===== config.mk =====
export PLATFORM = sky130hd
export DESIGN_NAME = mem_bw_top
export DESIGN_NICKNAME = d
export VERILOG_FILES = /design/src/bw_cfg_pkg.sv /design/src/mem_req_pkg.sv /design/src/bw_ifs.sv /design/src/mem_bw_top.sv /design/src/rd_addr_gen.sv /design/src/req_fifo.sv /design/src/rsp_stats.sv /design/src/run_ctrl.sv
export SDC_FILE = /design/constraint.sdc
export NUM_CORES = 2
export LEC_CHECK = 0
export BUFFER_PORTS_ARGS = -buffer_cell sky130_fd_sc_hd__buf_2
export CAP_MARGIN = 20
export CORE_MARGIN = 4
export CORE_UTILIZATION = 35
export DETAILED_ROUTE_END_ITERATION = 7
export GPL_TIMING_DRIVEN = 0
export HOLD_SLACK_MARGIN = 0.12
export PLACE_DENSITY_LB_ADDON = 0.12
export SLEW_MARGIN = 10
export SYNTH_ARGS = -nofsm -noshare
export SYNTH_HDL_FRONTEND = slang
export SYNTH_SLANG_ARGS = --single-unit

===== constraint.sdc =====
create_clock -name clk -period 3.45 [get_ports clk]
set_clock_uncertainty 0.1 [all_clocks]
set_input_delay 0.1725 -clock clk [delete_from_list [all_inputs] [get_ports clk]]
set_output_delay 0.1725 -clock clk [all_outputs]
set_load 0.03 [all_outputs]

===== src/bw_cfg_pkg.sv =====
package bw_cfg_pkg;

    // ==================================================================
    // Host register file
    // ==================================================================

    localparam int CSR_DATA_BITS = 64;

    // Buffer size reported to the host, in line address bits
    localparam int N_MEM_REGION_BITS = 24;

    typedef logic [CSR_DATA_BITS-1:0] t_csr_data;
    typedef logic [2:0] t_csr_idx;

    // Cycle and event counters
    typedef logic [39:0] t_counter;

    // Stride between consecutive reads, in lines
    typedef logic [15:0] t_stride;

    // Run state machine
    typedef enum logic [1:0]
    {
        ST_IDLE      = 2'd0,
        ST_RUN       = 2'd1,
        ST_TERMINATE = 2'd2
    } t_run_state;

    // Write indices
    // Run word layout: [0] enable reads, [1] shared mode,
    // [17:2] stride, [63:24] cycle count
    localparam t_csr_idx CSR_WR_RUN  = 3'd0;
    localparam t_csr_idx CSR_WR_BASE = 3'd1;
    localparam t_csr_idx CSR_WR_MASK = 3'd2;

    // Read indices, anything else reads zero
    localparam t_csr_idx CSR_RD_INFO  = 3'd0;
    localparam t_csr_idx CSR_RD_BASE  = 3'd1;
    localparam t_csr_idx CSR_RD_REQS  = 3'd2;
    localparam t_csr_idx CSR_RD_RSPS  = 3'd3;
    localparam t_csr_idx CSR_RD_TAGS  = 3'd4;
    localparam t_csr_idx CSR_RD_STATE = 3'd5;

endpackage


===== src/mem_req_pkg.sv =====
package mem_req_pkg;

    // ==================================================================
    // Memory request side types
    // ==================================================================

    // Line address width, byte offset within a line is not carried
    localparam int LINE_ADDR_BITS = 42;

    // Request tag, echoed back by memory on the response
    localparam int TAG_BITS = 16;

    typedef logic [LINE_ADDR_BITS-1:0] t_line_addr;
    typedef logic [TAG_BITS-1:0] t_tag;

    // Read opcodes
    // I leaves the line invalid in the cache, S keeps a shared copy
    typedef enum logic
    {
        RD_LINE_I = 1'b0,
        RD_LINE_S = 1'b1
    } t_rd_op;

endpackage


===== src/bw_ifs.sv =====
`timescale 1ns/1ps

// ======================================================================
// Run configuration, from the controller to generator and statistics
// ======================================================================
interface run_cfg_if;
    import mem_req_pkg::*;
    import bw_cfg_pkg::*;

    logic start;              // One cycle strobe, a new run begins
    logic running;            // In ST_RUN with reads enabled
    t_run_state state;
    logic shared_mode;
    t_stride stride;
    t_line_addr mem_base;
    t_line_addr mem_mask;
    t_stride offset_base_max; // Largest rotating start offset

    modport ctrl (output start, running, state, shared_mode, stride,
                  mem_base, mem_mask, offset_base_max);

    modport gen (input start, running, shared_mode, stride,
                 mem_base, mem_mask, offset_base_max);

    // Statistics only needs the run boundary and status fields
    modport stats (input start, state, mem_base);
endinterface

// ======================================================================
// Read requests, generator into the request queue
// ======================================================================
interface mem_req_if;
    import mem_req_pkg::*;

    // Single cycle strobe with no ready
    // Producer holds off on the queue's almost full flag instead
    logic valid;
    t_line_addr addr;
    t_tag tag;
    t_rd_op op;

    modport src (output valid, addr, tag, op);
    modport dst (input valid, addr, tag, op);
endinterface


===== src/mem_bw_top.sv =====
`timescale 1ns/1ps

module mem_bw_top
#(
    parameter int FIFO_DEPTH         = 16,
    parameter int FIFO_ALMFULL_SLACK = 4
)
(
    input  logic                    clk,
    input  logic                    reset,

    // Host register writes
    input  logic                    csr_wr_en,
    input  bw_cfg_pkg::t_csr_idx    csr_wr_idx,
    input  bw_cfg_pkg::t_csr_data   csr_wr_data,

    // Host status reads, combinational
    input  bw_cfg_pkg::t_csr_idx    csr_rd_idx,
    output bw_cfg_pkg::t_csr_data   csr_rd_data,

    // Read requests toward memory
    input  logic                    mem_almfull,
    output logic                    req_valid,
    output mem_req_pkg::t_line_addr req_addr,
    output mem_req_pkg::t_tag       req_tag,
    output mem_req_pkg::t_rd_op     req_op,

    // Read responses from memory
    input  logic                    rsp_valid,
    input  mem_req_pkg::t_tag       rsp_tag
);

    logic fifo_almfull;
    logic fifo_empty;

    run_cfg_if cfg_if ();
    mem_req_if req_if ();

    // ==================================================================
    // Control, producer, queue and consumer
    // ==================================================================
    run_ctrl u_run_ctrl
    (
        .clk         (clk),
        .reset       (reset),
        .csr_wr_en   (csr_wr_en),
        .csr_wr_idx  (csr_wr_idx),
        .csr_wr_data (csr_wr_data),
        .fifo_empty  (fifo_empty),
        .cfg         (cfg_if.ctrl)
    );

    rd_addr_gen u_rd_addr_gen
    (
        .clk          (clk),
        .reset        (reset),
        .fifo_almfull (fifo_almfull),
        .cfg          (cfg_if.gen),
        .req          (req_if.src)
    );

    req_fifo
    #(
        .FIFO_DEPTH         (FIFO_DEPTH),
        .FIFO_ALMFULL_SLACK (FIFO_ALMFULL_SLACK)
    )
    u_req_fifo
    (
        .clk         (clk),
        .reset       (reset),
        .mem_almfull (mem_almfull),
        .push        (req_if.dst),
        .almfull     (fifo_almfull),
        .empty       (fifo_empty),
        .req_valid   (req_valid),
        .req_addr    (req_addr),
        .req_tag     (req_tag),
        .req_op      (req_op)
    );

    // Counts the requests actually leaving, not the ones queued
    rsp_stats u_rsp_stats
    (
        .clk         (clk),
        .reset       (reset),
        .req_valid   (req_valid),
        .req_tag     (req_tag),
        .rsp_valid   (rsp_valid),
        .rsp_tag     (rsp_tag),
        .csr_rd_idx  (csr_rd_idx),
        .cfg         (cfg_if.stats),
        .csr_rd_data (csr_rd_data)
    );

endmodule


===== src/rd_addr_gen.sv =====
`timescale 1ns/1ps

module rd_addr_gen
(
    input  logic    clk,
    input  logic    reset,
    input  logic    fifo_almfull,
    run_cfg_if.gen  cfg,
    mem_req_if.src  req
);
    import mem_req_pkg::*;
    import bw_cfg_pkg::*;

    logic do_read;
    t_line_addr rd_offset;
    t_line_addr rd_offset_next;
    t_tag rd_tag;

    // Rotating start offset, advanced one cycle after each wrap
    t_stride base_next;
    logic base_upd;

    // Issue decision, the request itself leaves a cycle later
    assign do_read = cfg.running && !fifo_almfull;

    // ==================================================================
    // Offset walk
    // ==================================================================
    always_ff @(posedge clk)
    begin
        // Step the rotating base, back to zero past the limit
        if (base_upd)
        begin
            if (base_next < cfg.offset_base_max)
            begin
                base_next <= base_next + t_stride'(1);
            end
            else
            begin
                base_next <= '0;
            end
        end

        base_upd <= 1'b0;

        if (do_read)
        begin
            rd_offset      <= rd_offset_next;
            rd_offset_next <= rd_offset_next + t_line_addr'(cfg.stride);
            rd_tag         <= rd_tag + t_tag'(1);

            // Next offset left the buffer
            // Restart at the rotating base so every stride keeps the same footprint
            if (|(rd_offset_next & ~cfg.mem_mask))
            begin
                rd_offset      <= t_line_addr'(base_next);
                rd_offset_next <= t_line_addr'(base_next) + t_line_addr'(cfg.stride);
                base_upd       <= 1'b1;
            end
        end

        // New run, the first rotation is scheduled right away
        if (reset || cfg.start)
        begin
            rd_offset      <= '0;
            rd_offset_next <= t_line_addr'(cfg.stride);
            rd_tag         <= '0;
            base_next      <= '0;
            base_upd       <= 1'b1;
        end
    end

    // ==================================================================
    // Request register
    // ==================================================================
    always_ff @(posedge clk)
    begin
        req.valid <= do_read;
        req.addr  <= cfg.mem_base + rd_offset;
        req.tag   <= rd_tag;
        req.op    <= cfg.shared_mode ? RD_LINE_S : RD_LINE_I;

        if (reset)
        begin
            req.valid <= 1'b0;
        end
    end

    // Queue slack assumes the producer reacts to almost full in one cycle
    a_almfull_hold: assert property (@(posedge clk) disable iff (reset)
        fifo_almfull |=> !req.valid);

endmodule


===== src/req_fifo.sv =====
`timescale 1ns/1ps

module req_fifo
#(
    parameter int FIFO_DEPTH         = 16,
    parameter int FIFO_ALMFULL_SLACK = 4
)
(
    input  logic                    clk,
    input  logic                    reset,
    input  logic                    mem_almfull,
    mem_req_if.dst                  push,
    output logic                    almfull,
    output logic                    empty,
    output logic                    req_valid,
    output mem_req_pkg::t_line_addr req_addr,
    output mem_req_pkg::t_tag       req_tag,
    output mem_req_pkg::t_rd_op     req_op
);
    import mem_req_pkg::*;

    localparam int PTR_BITS = $clog2(FIFO_DEPTH);
    localparam int CNT_BITS = PTR_BITS + 1;

    // Entry storage, split by field
    t_line_addr addr_mem [FIFO_DEPTH];
    t_tag tag_mem [FIFO_DEPTH];
    t_rd_op op_mem [FIFO_DEPTH];

    logic [PTR_BITS-1:0] wr_ptr;
    logic [PTR_BITS-1:0] rd_ptr;
    logic [CNT_BITS-1:0] count;
    logic pop;

    // Drain one entry per cycle while memory has room
    assign pop = (count != '0) && !mem_almfull;

    // Free entries below the slack covers requests still in flight
    assign almfull = (CNT_BITS'(FIFO_DEPTH) - count) < CNT_BITS'(FIFO_ALMFULL_SLACK);

    // Nothing stored and nothing arriving
    assign empty = (count == '0) && !push.valid;

    // ==================================================================
    // Storage and pointers
    // ==================================================================
    always_ff @(posedge clk)
    begin
        if (push.valid)
        begin
            addr_mem[wr_ptr] <= push.addr;
            tag_mem[wr_ptr]  <= push.tag;
            op_mem[wr_ptr]   <= push.op;
            wr_ptr <= wr_ptr + PTR_BITS'(1);
        end

        if (pop)
        begin
            rd_ptr <= rd_ptr + PTR_BITS'(1);
        end

        count <= count + CNT_BITS'(push.valid) - CNT_BITS'(pop);

        if (reset)
        begin
            wr_ptr <= '0;
            rd_ptr <= '0;
            count  <= '0;
        end
    end

    // Output register, one entry presented per pop
    always_ff @(posedge clk)
    begin
        req_valid <= pop;
        req_addr  <= addr_mem[rd_ptr];
        req_tag   <= tag_mem[rd_ptr];
        req_op    <= op_mem[rd_ptr];

        if (reset)
        begin
            req_valid <= 1'b0;
        end
    end

    a_no_overflow: assert property (@(posedge clk) disable iff (reset)
        push.valid |-> (count != CNT_BITS'(FIFO_DEPTH)));

endmodule


===== src/rsp_stats.sv =====
`timescale 1ns/1ps

module rsp_stats
(
    input  logic                  clk,
    input  logic                  reset,
    input  logic                  req_valid,
    input  mem_req_pkg::t_tag     req_tag,
    input  logic                  rsp_valid,
    input  mem_req_pkg::t_tag     rsp_tag,
    input  bw_cfg_pkg::t_csr_idx  csr_rd_idx,
    run_cfg_if.stats              cfg,
    output bw_cfg_pkg::t_csr_data csr_rd_data
);
    import mem_req_pkg::*;
    import bw_cfg_pkg::*;

    t_counter cnt_req;
    t_counter cnt_rsp;
    t_tag last_req_tag;
    t_tag last_rsp_tag;

    // ==================================================================
    // Event counters
    // ==================================================================
    always_ff @(posedge clk)
    begin
        // Requests as they leave toward memory
        if (req_valid)
        begin
            cnt_req      <= cnt_req + t_counter'(1);
            last_req_tag <= req_tag;
        end

        // Responses as they come back
        if (rsp_valid)
        begin
            cnt_rsp      <= cnt_rsp + t_counter'(1);
            last_rsp_tag <= rsp_tag;
        end

        // Each run starts counting from zero
        if (reset || cfg.start)
        begin
            cnt_req      <= '0;
            cnt_rsp      <= '0;
            last_req_tag <= '0;
            last_rsp_tag <= '0;
        end
    end

    // ==================================================================
    // Status read port
    // ==================================================================
    always_comb
    begin
        case (csr_rd_idx)
            CSR_RD_INFO:  csr_rd_data = t_csr_data'(N_MEM_REGION_BITS);
            CSR_RD_BASE:  csr_rd_data = t_csr_data'(cfg.mem_base);
            CSR_RD_REQS:  csr_rd_data = t_csr_data'(cnt_req);
            CSR_RD_RSPS:  csr_rd_data = t_csr_data'(cnt_rsp);
            // Response tag in the upper half
            CSR_RD_TAGS:  csr_rd_data = t_csr_data'({last_rsp_tag, last_req_tag});
            CSR_RD_STATE: csr_rd_data = t_csr_data'(cfg.state);
            default:      csr_rd_data = '0;
        endcase
    end

endmodule


===== src/run_ctrl.sv =====
`timescale 1ns/1ps

module run_ctrl
(
    input  logic                  clk,
    input  logic                  reset,
    input  logic                  csr_wr_en,
    input  bw_cfg_pkg::t_csr_idx  csr_wr_idx,
    input  bw_cfg_pkg::t_csr_data csr_wr_data,
    input  logic                  fifo_empty,
    run_cfg_if.ctrl               cfg
);
    import mem_req_pkg::*;
    import bw_cfg_pkg::*;

    logic run_wr;
    logic enable_reads;
    t_counter cycles_rem;

    // Run word write, also the source of the start strobe
    assign run_wr = csr_wr_en && (csr_wr_idx == CSR_WR_RUN);

    // ==================================================================
    // Register writes
    // ==================================================================
    always_ff @(posedge clk)
    begin
        if (csr_wr_en && (csr_wr_idx == CSR_WR_BASE))
        begin
            cfg.mem_base <= t_line_addr'(csr_wr_data);
        end

        if (csr_wr_en && (csr_wr_idx == CSR_WR_MASK))
        begin
            cfg.mem_mask <= t_line_addr'(csr_wr_data);
        end

        // Run fields, cycle count is handled with the countdown
        if (run_wr)
        begin
            enable_reads    <= csr_wr_data[0];
            cfg.shared_mode <= csr_wr_data[1];
            cfg.stride      <= csr_wr_data[17:2];
        end

        if (reset)
        begin
            cfg.mem_base    <= '0;
            cfg.mem_mask    <= '0;
            enable_reads    <= 1'b0;
            cfg.shared_mode <= 1'b0;
            cfg.stride      <= '0;
        end
    end

    // Cycle countdown
    // Loaded with the run word, free running down to zero
    always_ff @(posedge clk)
    begin
        if (cycles_rem != t_counter'(0))
        begin
            cycles_rem <= cycles_rem - t_counter'(1);
        end

        // A new load wins over the decrement
        if (run_wr)
        begin
            cycles_rem <= csr_wr_data[63:24];
        end

        if (reset)
        begin
            cycles_rem <= '0;
        end
    end

    // Largest start offset when the pointer wraps to the buffer head
    // One line below the stride, kept inside the buffer
    always_ff @(posedge clk)
    begin
        cfg.offset_base_max <= (cfg.stride == t_stride'(0)) ? t_stride'(0) :
            ((cfg.stride - t_stride'(1)) & t_stride'(cfg.mem_mask));
    end

    // ==================================================================
    // Run state machine
    // ==================================================================
    always_ff @(posedge clk)
    begin
        cfg.start <= run_wr;

        case (cfg.state)
            ST_IDLE:
            begin
                if (cfg.start)
                begin
                    cfg.state <= ST_RUN;
                end
            end

            ST_RUN:
            begin
                // Out of cycles, stop issuing
                if (cycles_rem == t_counter'(0))
                begin
                    cfg.state <= ST_TERMINATE;
                end
            end

            ST_TERMINATE:
            begin
                // Wait for the queue to drain toward memory
                if (fifo_empty)
                begin
                    cfg.state <= ST_IDLE;
                end
            end

            default:
            begin
                cfg.state <= ST_IDLE;
            end
        endcase

        if (reset)
        begin
            cfg.start <= 1'b0;
            cfg.state <= ST_IDLE;
        end
    end

    // Generator may only issue in ST_RUN with reads switched on
    assign cfg.running = (cfg.state == ST_RUN) && enable_reads;

    // Only a start strobe gets the machine out of idle
    a_idle_exit: assert property (@(posedge clk) disable iff (reset)
        (cfg.state == ST_IDLE && !cfg.start) |=> (cfg.state == ST_IDLE));

endmodule


# == Word level (Yosys, flattened, before mapping) ==
# Memory sizes are Yosys's and may differ from the RTL's. A register that Yosys moved wholly into a read port is not among the register bits.
# Index checks and enable logic that the tools add are counted.
# classes
add_sub_neg,14
n_mul,0
div_mod_pow,0
order_cmp,2
n_eq_ne,12
shifts,0
muxes,17
bitwise,3
reduce_logical,23
# ops
cell,count
$pmux W42 S6,1
$mux W42,2
$add A40 B1 Y40 const B,2
$mux W40,2
$mux W16,3
$add A42 B16 Y42,1
$add A42 B42 Y42,1
$and A42 B42 Y42,1
$not A42 Y42,1
$reduce_or A42 Y1,1
$logic_not A40 Y1,1
$reduce_bool A40 Y1,1
$sub A40 B1 Y40 const B,1
$add A16 B1 Y16 const B,2
$add A16 B16 Y17,1
$and A16 B16 Y16,1
$logic_not A16 Y1,1
$lt A16 B16 Y1,1
$sub A16 B1 Y16 const B,1
$eq A3 B2 Y1 const B,3
$add A4 B1 Y4 const B,2
$logic_and A1 B1 Y1,7
$eq A3 B1 Y1 const B,2
$eq A3 B3 Y1 const B,2
19 further kinds,30
# word_totals
reg_bits,464
latch_bits,0
mem_bits_rw,944
mem_bits_ro,0
input_bits,91
out_inout_bits,124
mem_count,3
# memory_table
name,words,width,rd,rd_clocked_by_memory_dff,wr,line_no,source
u_req_fifo.addr_mem,16,42,1,1,1,req_fifo.sv:26,t_line_addr addr_mem [FIFO_DEPTH];
u_req_fifo.tag_mem,16,16,1,1,1,req_fifo.sv:27,t_tag tag_mem [FIFO_DEPTH];
u_req_fifo.op_mem,16,1,1,1,1,req_fifo.sv:28,t_rd_op op_mem [FIFO_DEPTH];

# == Logic depth before layout (Yosys ltp) ==
# depth
ltp_word,6
depth_mapped,13
depth_no_buf,13

# == By module ==
# A second synthesis with hierarchy kept.
# unflattened
hier_cells,4345
area_unflattened_um2,60409.2
# by_module_without_submodules
module,n_inst,cells_each,area_each_um2,seq_area_each_um2
req_fifo,1,1609,37469.7,29808.6
rd_addr_gen,1,1193,10398.7,3703.6
run_ctrl,1,813,6587.6,3223.1
rsp_stats,1,730,5953.2,2242.2

# == Worst setup path after synthesis ==
# OpenSTA, ideal clock, no wires.
# synth_timing
kind,flip-flop to flip-flop
start,register u_run_ctrl.cfg.stride[0]
end,register u_rd_addr_gen.rd_offset_next[16]
setup_ps,120
arrival_time_ps,2797
setup_slack_ps,433
stages_incl_launch_ff,12
n_path_buf,1
synth_period_minus_slack_ps,3017
path_cell_list,dfxtp_1 ha_1 fa_1 a211oi_1 o21bai_1 a31o_2 a21oi_1 o21bai_1 a21oi_1 clkbuf_1 nor3_1 o31a_1
# synth_via
elab_chain_cells,2
elab_cells_between_ends,3
classes_between,add/sub (2); mux (1)
# synth_rtl
item,line_no,source
"start, declared",bw_ifs.sv:19,"modport ctrl (output start, running, state, shared_mode, stride,"
"start signal, assigned",run_ctrl.sv:43,cfg.stride <= csr_wr_data[17:2];
$add A42 B16 Y42 or $add A16 B16 Y17 (tied branches),"rd_addr_gen.sv:49, rd_addr_gen.sv:57",
$mux W42 *,rd_addr_gen.sv:54,if (|(rd_offset_next & ~cfg.mem_mask))
"end signal, assigned",rd_addr_gen.sv:49,rd_offset_next <= rd_offset_next + t_line_addr'(cfg.stride);
"end signal, assigned",rd_addr_gen.sv:57,rd_offset_next <= t_line_addr'(base_next) + t_line_addr'(cfg.stride);
"end signal, assigned",rd_addr_gen.sv:66,rd_offset_next <= t_line_addr'(cfg.stride);
"end, declared",rd_addr_gen.sv:16,t_line_addr rd_offset_next;
# Mark *: on every way between the ends. The rest lies on a longest branch, timed or not.
# A chain may end at the register's enable or synchronous reset.

# == Final worst setup path ==
# layout_timing
start,register u_run_ctrl.cfg.mem_base[6] in the netlist's numbering
end,register u_rd_addr_gen.req.addr[27]
# layout_via
elab_chain_cells,1
# layout_rtl
item,line_no,source
"start, declared",bw_ifs.sv:20,"mem_base, mem_mask, offset_base_max);"
"start signal, assigned",run_ctrl.sv:30,cfg.mem_base <= t_line_addr'(csr_wr_data);
$add A42 B42 Y42,rd_addr_gen.sv:79,req.addr <= cfg.mem_base + rd_offset;
"end signal, assigned",rd_addr_gen.sv:79,
"end, declared",bw_ifs.sv:42,"modport src (output valid, addr, tag, op);"
# No other way between the ends.

==> results_dict.tcl <==
set metrics [dict create \
    h-tree-depth 4 \
    hpwl_um 121000 \
    fin_tns_setup_ns 0 \
    cts_made_buffers 162 \
    cp_max_fo 5 \
    die_w_um 420 \
    slowest_delay_ns 0.48 \
    die_area_mm2 0.177 \
    clk_path_buf_depth 3 \
    postRouteAntennaNets 0 \
    seqPwrFrac_pct 44.0 \
    final_common_cell "edfxtp_1" \
    place_ws_ns -1.03 \
    drc 0 \
    period_minus_slack_ns 3.33 \
    antenna_found_initial 16 \
    worstSetupEndpointType "flip-flop" \
    timing.final.max_slew_violations 0 \
    most-common-layout-cells "960 x edfxtp_1, 504 x dfxtp_1, 346 x nand2_1, 310 x nor2_1, 295 x mux4_2" \
    synth-async-reset-ratio_pct 0 \
    synth_seq_cells 1467 \
    path_cells "ha_1 > a21oi_1 > o211ai_1 > a221oi_1 > o31a_1 > o221ai_1 > a31oi_2 > o31ai_1 > a221oi_1 > xnor2_2" \
    regArea_mm2 0.0390 \
    synth_edf_count 960 \
    hold_class "input port to flip-flop" \
    rows 151 \
    grt.total_usage_pct 20.0 \
    power_mw 44.7 \
    worst_slew_pin_slew_ns 1.06 \
    cts.sinks 1467 \
    ys_seq_area_share_pct 65.5 \
    yosysWarningCount 0 \
    clkTransAtPathRegs_ns 0.06 \
    cap_violations 0 \
    grt_max_degree 37 \
    drt_iter0_markers 2772 \
    arrival_ns 3.86 \
    post-route-util_pct 42.2 \
    die_h_um 420 \
    worst_path_most_repeated_cell "a221oi_1" \
    synth_ff_type "edfxtp_1" \
    crit_path_end "u_rd_addr_gen.req.addr[27]" \
    fillerInstances 15600 \
    drive_above_1_share_pct 18.1 \
    routed_wl_um 178000 \
    required_ns 3.98 \
    switchingPower_mw 11.8 \
    ir_drop_mv 0.491 \
    dp.cells 6558 \
    grt_pass1_vias 36200 \
    portBuffers 189 \
    critical_path_buf_inv_count 0 \
    core-area_mm2 0.169 \
    multiInputGateArea_mm2 0.0195 \
    clock.fmax_ghz 0.301 \
    p_per_area_mw_per_mm2 626 \
    root_buffer "clkbuf_16" \
    io_pins 215 \
    worstReg2RegEnd "u_rd_addr_gen.req.addr[27]" \
    cts_tree "done" \
    grt_pass1_wl_um 257000 \
    timing_worst_setup_path_type "flip-flop to flip-flop" \
    maxSlewHeadroom_pct 29.5 \
    min_period_over_period_pct 96.4 \
    internal_power_mw 32.9 \
    combinationalPowerShare_pct 16.9 \
    place_congestion 0.853 \
    layout.nets 4876 \
    power.share.clock_pct 39.1 \
    slowest_stage "a221oi_1" \
    netlist-cell-type-count 77 \
    switching_share_pct 26.5 \
    worstSetupStartpointType "flip-flop" \
    setup_ws_ns 0.123 \
    layout.cells.non_filler 7029 \
    syn_to_final_growth_pct 19.9 \
    final_hold_viol_count 0 \
    critPathTopFamily "compound AO/OA/AOI/OAI gates" \
    vias 36200 \
    grt-ovfl-total 0 \
    viasPerCell 5.15 \
    floorplan.initialDensity_pct 35.2 \
    rrSetupSlack_ns 0.12 \
    reg2regPathDepth 10 \
    synth_area_per_cell_um2 14.5 \
    dr.pass1.iters 5 \
    status "finished clean" \
    rr_startpoint "u_run_ctrl.cfg.mem_base[6]" \
    cp_num_cells 10 \
    synth_area_mm2 0.0595 \
    worstSetupStartpoint "u_run_ctrl.cfg.mem_base[6]" \
    postSynthCellCount 4096 \
    finalSetupViolCount 0 \
    clk_latency_ns 0.79 \
    power_leakage_nw 24.4 \
    wl_per_cell_um 25.3 \
]
-- stage by stage --
| step | instance area [um^2] | hold slack [ns] |
|---|---|---|
| finish | 71400 | 0.163 |
| global route | 71300 | 0.147 |
| CTS | 71300 | 0.121 |
| detailed placement | 64000 | 0.263 |
| global placement | 63300 | 0.261 |
| floorplan | 59600 | 0.149 |
-- state kept, by name (all words and copies together), names as in the netlist, 40 cells and up --
register,flops
u_run_ctrl.cfg.mem_base,42
u_run_ctrl.cycles_rem,40
u_run_ctrl.cfg.mem_mask,42
u_rsp_stats.cnt_req,40
u_req_fifo.addr_mem,672
u_rd_addr_gen.rd_offset_next,42
u_rsp_stats.cnt_rsp,40
u_req_fifo.req_addr,42
u_rd_addr_gen.req.addr,42
u_rd_addr_gen.rd_offset,42
u_req_fifo.tag_mem,256
-- worst min path at each step --
| stage | from | endpoint | slack, ns | cells past startpoint |
|---|---|---|---|---|
| floorplan | mem_almfull | u_req_fifo.req_valid | 0.15 | 1 |
| global placement | u_rd_addr_gen.rd_tag[5] | u_rd_addr_gen.req.tag[5] | 0.26 | 0 |
| detailed placement | u_rd_addr_gen.rd_tag[5] | u_rd_addr_gen.req.tag[5] | 0.26 | 0 |
| CTS | csr_wr_data[39] | u_run_ctrl.cfg.mem_base[39] | 0.12 | 4 |
| global route | csr_wr_data[11] | u_run_ctrl.cfg.mem_mask[11] | 0.15 | 4 |
| finish | csr_wr_data[33] | u_run_ctrl.cfg.mem_base[33] | 0.16 | 4 |
-- layout make-up --
type / count / share of cell area, %
Tap cell: 2218 / 3.89
Antenna cell: 3 / 0.0105
Timing Repair Buffer: 392 / 4.63
Multi-Input combinational cell: 2326 / 27.3
Buffer: 214 / 1.39
Inverter: 110 / 0.584
Clock buffer: 240 / 6.52
Sequential cell: 1467 / 54.6
Clock inverter: 59 / 1.05
-- power by group through the flow --
| stage | registers (mW) | clock network, mW | logic, mW |
|---|---|---|---|
| 5_1_grt | 19.7 | 18.6 | 8.16 |
| 3_5_place_dp | 20.0 | 0 | 7.48 |
| 4_1_cts | 19.7 | 17.9 | 7.72 |
| 6_report | 19.7 | 17.5 | 7.56 |
| 3_3_place_gp | 20.0 | 0 | 7.30 |
| 2_1_floorplan | 20.3 | 0 | 4.70 |
-- cell families (layout without fill, tap and decap cells) --
family,Yosys count,count (layout),synth area share [%]
AOI/OAI and AO/OA,576,576,6.31
xor gates and xnor gates,217,217,3.19
adders and majority gates,112,112,2.40
buffers and inverters,324,1015,2.19
DFF,1467,1467,65.5
muxes,366,366,12.4
other,1,25,0.00630
and+or+nand+nor,1033,1033,8.05
-- per-layer routing --
layer | vias up | part of all wire (%) | track usage, %
met5 | - | 0 | 0
li1 | 16700 | - | -
met2 | 829 | 49 | 33.9
met4 | 0 | 2.7 | 5.48
met1 | 18500 | 44 | 27.0
met3 | 224 | 4.1 | 2.81
-- timing repair --
| action | CTS | global route |
|---|---|---|
| resized for setup | 48 | 21 |
| hold buffers | 161 | 0 |
| hold endpoints to repair | 188 | 0 |
| setup buffers | 6 | 1 |
| setup endpoints to repair | 158 | 51 |
| pin swaps | 6 | 5 |
-- cell usage after synthesis (all sizes together), types with 24 or more instances --
master  instances  area, um^2
nand4          39         244
o21ai          84         420
nand3          63         315
nand2b         24         155
a211oi         49         373
mux4          295        6640
or3            40         264
nor2          312        1170
ha            108        1350
clkbuf        158         593
a21oi         216        1080
a221o          30         300
a22o           54         473
a21o           38         285
mux2i          71         711
and2           27         169
and3           40         250
nand2         346        1300
buf            56         297
dfxtp         507       10100
nor4           24         156
xnor2         123        1080
nor3           57         307
edfxtp        960       28800
xor2           94         823
inv           110         413
-- worst register-to-register path, stage by stage, from the launching register on --
cell	delay, ns
dfxtp_1	0.45
ha_1	0.34
a21oi_1	0.28
o211ai_1	0.14
a221oi_1	0.28
o31a_1	0.28
o221ai_1	0.21
a31oi_2	0.29
o31ai_1	0.15
a221oi_1	0.48
xnor2_2	0.21
No activity file was read; power rests on OpenSTA's default activity.
